`src/common/mem_hub_pkg.sv`:
```
`default_nettype none

package mem_hub_pkg;

  // Data and address widths
  typedef logic [15:0] word_t;
  typedef logic [15:0] apb_addr_t;
  typedef logic [7:0]  ctl_addr_t;
  typedef logic [9:0]  mod_addr_t;
  typedef logic [10:0] duty_addr_t;
  typedef logic [7:0]  duty_t;

  // Memory depths
  localparam int MOD_DEPTH       = 1024;
  localparam int DUTY_PAGE_DEPTH = 1024;

  // Memory select, taken from paddr[15:14]
  localparam logic [1:0] SEL_CTL  = 2'd0;
  localparam logic [1:0] SEL_MOD  = 2'd1;
  localparam logic [1:0] SEL_DUTY = 2'd2;

  // Controller sub-block, taken from paddr[13:8]
  localparam logic [5:0] CTL_SEL_MAIN = 6'd0;

  // Register indices with side effects on the selectors
  localparam ctl_addr_t ADDR_MOD_WR_SEGMENT = 8'h20;
  localparam ctl_addr_t ADDR_DUTY_WR_PAGE   = 8'h21;

  // APB slave states
  typedef enum logic [1:0] {
    IDLE,
    ACCESS,
    DONE
  } apb_state_t;

endpackage

`default_nettype wire

```
`src/rtl/apb_mem_ctl.sv`:
```
`timescale 1ns/1ns
`default_nettype none

module apb_mem_ctl
  import mem_hub_pkg::*;
(
  input  wire              bus_clk,
  input  wire              rst_n,
  input  wire              psel,
  input  wire              penable,
  input  wire              pwrite,
  input  wire apb_addr_t   paddr,
  input  wire word_t       pwdata,
  output word_t            prdata,
  output logic             pready,
  output logic             pslverr,
  input  wire word_t       host_rdata,
  output logic             ctl_we,
  output logic             mod_we,
  output logic             duty_we,
  output apb_addr_t        wr_addr,
  output word_t            wr_data,
  output logic             mod_wr_segment,
  output logic             duty_wr_page
);

  apb_state_t state;
  logic [1:0] sel;
  logic [5:0] sub;
  logic       dec_err;
  logic       is_wr;
  logic       err_q;
  logic [1:0] tgt_q;

  assign sel = paddr[15:14];
  assign sub = paddr[13:8];

  // Unmapped select, foreign controller sub-block, or a read of a write-only memory
  assign dec_err = (sel == 2'd3) ||
                   ((sel == SEL_CTL) && (sub != CTL_SEL_MAIN)) ||
                   (!pwrite && (sel != SEL_CTL));

  always_ff @(posedge bus_clk) begin
    if (!rst_n) begin
      state          <= IDLE;
      is_wr          <= 1'b0;
      err_q          <= 1'b0;
      tgt_q          <= SEL_CTL;
      mod_wr_segment <= 1'b0;
      duty_wr_page   <= 1'b0;
    end else begin
      case (state)
        IDLE: begin
          if (psel && !penable) begin
            state <= ACCESS;
            is_wr <= pwrite;
            err_q <= dec_err;
            tgt_q <= sel;
          end
        end
        // One wait state before completion
        ACCESS: begin
          if (psel && penable) begin
            state <= DONE;
          end
        end
        DONE: begin
          state <= IDLE;
          if (ctl_we && (wr_addr[7:0] == ADDR_MOD_WR_SEGMENT)) begin
            mod_wr_segment <= wr_data[0];
          end
          if (ctl_we && (wr_addr[7:0] == ADDR_DUTY_WR_PAGE)) begin
            duty_wr_page <= wr_data[0];
          end
        end
        default: state <= IDLE;
      endcase
    end
  end

  // Address and data held for the whole transfer
  always_ff @(posedge bus_clk) begin
    if ((state == IDLE) && psel && !penable) begin
      wr_addr <= paddr;
      wr_data <= pwdata;
    end
  end

  assign pready  = (state == DONE);
  assign pslverr = pready && err_q;
  assign prdata  = (pready && !is_wr && !err_q) ? host_rdata : '0;

  // Strobes fire in the completion cycle only
  assign ctl_we  = pready && is_wr && !err_q && (tgt_q == SEL_CTL);
  assign mod_we  = pready && is_wr && !err_q && (tgt_q == SEL_MOD);
  assign duty_we = pready && is_wr && !err_q && (tgt_q == SEL_DUTY);

endmodule

`default_nettype wire

```
`config.mk`:
```
export PLATFORM = sky130hd
export DESIGN_NAME = apb_mem_ctl
export DESIGN_NICKNAME = d
export VERILOG_FILES = /design/src/common/mem_hub_pkg.sv /design/src/rtl/apb_mem_ctl.sv
export SDC_FILE = /design/constraint.sdc
export NUM_CORES = 1
export LEC_CHECK = 0
export ABC_AREA = 0
export BUFFER_PORTS_ARGS = -buffer_cell sky130_fd_sc_hd__buf_2
export CORE_ASPECT_RATIO = 1.1
export CORE_MARGIN = 1
export CORE_UTILIZATION = 40
export DETAILED_ROUTE_END_ITERATION = 8
export PLACE_DENSITY = 0.84
export SETUP_SLACK_MARGIN = 0.02
export SKIP_LAST_GASP = 1
export SLEW_MARGIN = 40
export SYNTH_ARGS = -nofsm -noshare
export SYNTH_HDL_FRONTEND = slang
export SYNTH_SLANG_ARGS = --single-unit
```
`constraint.sdc`:
```
create_clock -name bus_clk -period 2.49 [get_ports bus_clk]
set_clock_uncertainty 0.1 [all_clocks]
set_input_delay 0.1245 -clock bus_clk [delete_from_list [all_inputs] [get_ports bus_clk]]
set_output_delay 0.1245 -clock bus_clk [all_outputs]
set_load 0.05 [all_outputs]
```
# Yosys cells after proc, flatten, opt, wreduce, memory -nomap -nowiden

Cells that the tools add are included.
W data, S select, Z words.

Bits in registers: 40
Input port bits: 53
Output and inout port bits: 55
Logic and storage cells: 52

Eq/ne operators: 9
Mux-type cells: 4
Reductions and logical operators: 31

Operators by type and width:

| operator             | count |
|---|---|
| $eq A8 B6 Y1 const B | 2 |
| $logic_and A1 B1 Y1  | 16 |
| $mux W16             | 1 |
| $reduce_and A2 Y1    | 4 |
| $eq A2 B2 Y1 const B | 3 |
| $logic_not A2 Y1     | 3 |
| $reduce_bool A6 Y1   | 1 |
| $eq A2 B1 Y1 const B | 2 |
| $logic_not A1 Y1     | 4 |
| $mux W2              | 2 |
| $ne A2 B2 Y1 const B | 2 |
| $pmux W2 S2          | 1 |
| $logic_or A1 B1 Y1   | 2 |
| $reduce_bool A2 Y1   | 1 |

# Longest topological paths before layout

Depth in word-level cells: 6
Mapped depth: 4
Depth with buffers taken out: 4

# Worst setup path after synthesis

No wires, ideal clock.

Path kind: reg2reg
Start point: register state[0]
End point: register is_wr
Data arrival time: 2.032 ns
Required time: 2.275 ns
Setup slack: 0.243 ns
Stages on the path, launching flop included: 4
Path through: dfxtp_1 > nor4b_4 > mux2i_1 > nor2_1

Longest elaborated chain between the ends: 2

Ends and longest elaborated chain:

| what                        | line              | source |
|---|---|---|
| from (decl)                 | apb_mem_ctl.sv:27 | `apb_state_t state;` |
| from (signal assigned)      | apb_mem_ctl.sv:45 | `state <= IDLE;` |
| from (signal assigned)      | apb_mem_ctl.sv:55 | `state <= ACCESS;` |
| from (signal assigned)      | apb_mem_ctl.sv:64 | `state <= DONE;` |
| $logic_not A2 Y1            | apb_mem_ctl.sv:52 | `case (state)` |
| $reduce_and A2 Y1 (no line) | n/a               |  |
| to (signal assigned)        | apb_mem_ctl.sv:56 | `is_wr <= pwrite;` |
| to (decl)                   | apb_mem_ctl.sv:31 | `logic is_wr;` |

No other way between the ends.
A chain may end at the register's enable or synchronous reset.

# Worst setup path in the final report

Start point: register state[0]
End point: output port prdata[4]

Longest elaborated chain between the ends: 4

Ends and longest elaborated chain:

| what                              | line              | source |
|---|---|---|
| $eq A2 B2 Y1                      | apb_mem_ctl.sv:89 | `assign pready = (state == DONE);` |
| $logic_and A1 B1 Y1 (2 in series) | apb_mem_ctl.sv:91 | `assign prdata = (pready && !is_wr && !err_q) ? host_rdata : '0;` |
| $mux W16                          | apb_mem_ctl.sv:91 |  |
| to (decl)                         | apb_mem_ctl.sv:14 | `output word_t prdata,` |

No other way between the ends.

==> results.json <==
{
  "cts_max_path_buffers": 2,
  "io_buffers": 107,
  "numClockSinks": 40,
  "clock_power_share_pct": 29.8,
  "area_growth_from_synthesis_to_layout_pct": 67.94,
  "synth-xor-area-share_pct": 0.5828,
  "leak_pwr_nw": 1.170,
  "post_cts_resize_count": 0,
  "worstSetupStartpointType": "flop",
  "drtIter0Drc": 14,
  "first_pass_grt_wire_length_mm": 5.727,
  "cts_buffers": 5,
  "synthAdderAreaFrac_pct": 0,
  "grt-ovfl-total": 0,
  "num_rows": 23,
  "dieWidth_um": 60.44,
  "largest_family_of_logic_cells_by_synthesized_area": "simple AND/OR/NAND/NOR gates",
  "full_die_area_um2": 4006,
  "timing_worst_slew_pin_value_ps": 600.6,
  "critical_path_peak_fanout": 16,
  "final_max_slew_viol_count": 0,
  "number_of_vias_in_the_routed_layout": 1317,
  "drive_gt1_share_pct": 48.16,
  "share_of_total_power_consumed_by_net_switching_pct": 24.57,
  "insertedDiodeCount": 0,
  "yosys.cell_types.count": 24,
  "timing.max_slew.rel_slack_pct": 59.74,
  "gr-usage-all-layers_pct": 20.21,
  "wirelength_mm": 4.046,
  "most_frequent_cells_in_the_layout": "sky130_fd_sc_hd__buf_2 (107), sky130_fd_sc_hd__dlygate4sd3_1 (33), sky130_fd_sc_hd__edfxtp_1 (32)",
  "yosysWarnings": 0,
  "initial_util_pct": 41.44,
  "synth.net_count": 150,
  "cellPowerDensity_nw_per_um2": 562.3,
  "final-instance-count-excl-fill": 295,
  "sequentialPowerShare_pct": 54.0,
  "placed_cells": 254,
  "run_status": "finished clean",
  "largest_net_degree_at_the_start_of_global_routing": 38,
  "cts_setup_buffers": 0,
  "tritoncts_clock_tree": "built",
  "fmax_mhz": 490.0,
  "cap_viol_max_count": 0,
  "cts_hold_buffers": 33,
  "yosysSeqAreaShare_pct": 74.60,
  "cellInternalPower_mw": 1.070,
  "crit_required_ps": 2270,
  "timing.setup.tns_ps": 0,
  "cts_root_buf": "sky130_fd_sc_hd__clkbuf_8",
  "clk_latency_ps": 280,
  "detail_route.wl_per_cell_um": 13.72,
  "die-height_um": 66.29,
  "synth-seq-cells": 40,
  "ir_drop_mv": 0.5105,
  "h-tree-depth": 2,
  "place.gp.congestion": 0.6844,
  "drcViolationCount": 0,
  "antenna_left": 0,
  "drt_first_pass_iters": 6,
  "hp-class": "input port to flop",
  "nNetsFinal": 297,
  "synthesis.area_per_instance_um2": 15.49,
  "power.switching_mw": 0.3487,
  "min_period_ps": 2041,
  "vias_per_cell": 4.464,
  "via_count_of_the_first_global_routing_pass": 1290,
  "combPwrFrac_pct": 16.2,
  "final_common_cell": "sky130_fd_sc_hd__buf_2",
  "hpwl_mm": 2.554,
  "rsz0062_at_grt": "no",
  "core-area_um2": 3626,
  "pin_count": 108,
  "yosys-mux-area-fraction_pct": 3.331,
  "postSynthCellCount": 97,
  "critPathKind": "flop to primary output",
  "finalSetupViolations": 0,
  "synth-compound-area-share_pct": 1.582,
  "end_kind": "primary output",
  "synth-simple-area-share_pct": 19.07,
  "initial_antenna_violation_count": 0,
  "cp_data_arrival_time_ps": 1820,
  "path_clk_slew_ps": 70,
  "hold_vio_cnt_final": 0,
  "synth.cell_area_um2": 1503,
  "fin_crit_sh_pct": 81.97
}
==> final timing paths <==
kind	depth (start not counted)	start	slack (ps)	endpoint
setup reg to reg	4	state[0]	910	tgt_q[1]
hold reg to reg	2	mod_wr_segment	370	mod_wr_segment
hold / removal	3	pwrite	10	is_wr
setup / recovery	4	state[0]	450	prdata[4]
==> worst max-delay path: stages (launching register included) <==
cell,delay [ps]
sky130_fd_sc_hd__dfxtp_1,360
sky130_fd_sc_hd__nand2b_2,220
sky130_fd_sc_hd__nor3_2,470
sky130_fd_sc_hd__and2_1,220
sky130_fd_sc_hd__buf_2,260
==> area by class of cell <==
cell class	instances	area [um2]
Sequential cell	40	1121
Fill cell	289	1102
Timing Repair Buffer	141	873.3
Multi-Input combinational cell	54	369.1
Clock buffer	8	90.09
Tap cell	50	62.56
Inverter	2	7.507
==> sequential cells by signal, indices dropped and copies added, names as in the netlist <==
signal and count:
mod_wr_segment 1, is_wr 1, duty_wr_page 1, state 2, tgt_q 2, wr_data 16, wr_addr 16, err_q 1
==> logic make-up (layout without fill, tap and decap cells) <==
family	count (synthesis)	in the layout
AOI/OAI and AO/OA	3	3
muxes	5	5
xor gates and xnor gates	1	1
buffers and inverters	3	151
and+or+nand+nor	45	45
DFF	40	40
==> synth_stat cells <==
library cell / number / area (um2)
sky130_fd_sc_hd__edfxtp_1: 32 / 960.9
sky130_fd_sc_hd__and2_1: 17 / 106.4
sky130_fd_sc_hd__dfxtp_1: 8 / 160.2
sky130_fd_sc_hd__nand2_1: 6 / 22.52
sky130_fd_sc_hd__nor2_1: 6 / 22.52
sky130_fd_sc_hd__mux2i_1: 5 / 50.05
sky130_fd_sc_hd__nor4_1: 3 / 18.77
sky130_fd_sc_hd__inv_1: 2 / 7.510
sky130_fd_sc_hd__nand4_1: 2 / 12.51
sky130_fd_sc_hd__nor3b_1: 2 / 15.01
sky130_fd_sc_hd__a2111oi_0: 1 / 8.760
sky130_fd_sc_hd__a22o_1: 1 / 8.760
sky130_fd_sc_hd__and3_1: 1 / 6.260
sky130_fd_sc_hd__and3b_2: 1 / 10.01
sky130_fd_sc_hd__buf_2: 1 / 5.000
sky130_fd_sc_hd__nand2b_2: 1 / 8.760
sky130_fd_sc_hd__nand3_1: 1 / 5.000
sky130_fd_sc_hd__nand4bb_1: 1 / 11.26
sky130_fd_sc_hd__nor3_1: 1 / 5.000
sky130_fd_sc_hd__nor3_2: 1 / 10.01
sky130_fd_sc_hd__nor4b_1: 1 / 8.760
sky130_fd_sc_hd__nor4b_4: 1 / 23.77
sky130_fd_sc_hd__o22ai_1: 1 / 6.260
sky130_fd_sc_hd__xor2_1: 1 / 8.760
==> per-layer routing <==
layer | vias to the layer above | GRT usage [%] | wire [um]
met1 | 601 | 19.62 | 1411
met4 | 0 | 11.36 | 162
li1 | 650 | - | -
met3 | 14 | 4.697 | 157
met2 | 52 | 37.77 | 2315
met5 | - | 0 | 0
==> power groups by stage <==
stage / clock network [mW] / registers, mW / logic (mW)
after CTS: 0.435 / 0.767 / 0.226
final: 0.423 / 0.767 / 0.229
after global placement: 0 / 0.780 / 0.183
after floorplan: 0 / 0.856 / 0.0376
after detailed placement: 0 / 0.781 / 0.186
after global routing: 0.456 / 0.770 / 0.243
==> stage by stage <==
stage | setup slack, ps | utilization (%) | hold WS, ps | instance area, um2 | total power [mW]
after floorplan | 242.7 | - | 123.4 | 1503 | 0.8940
after global placement | 797.7 | 58.01 | 200.8 | 2103 | 0.9629
after detailed placement | 733.9 | 58.01 | 202.6 | 2103 | 0.9674
after CTS | 426.1 | 69.60 | 0.3997 | 2524 | 1.428
after global routing | 272.2 | 69.60 | 25.80 | 2524 | 1.469
final | 449.0 | 69.60 | 11.82 | 2524 | 1.419
Power figures use the tool's default switching activity.
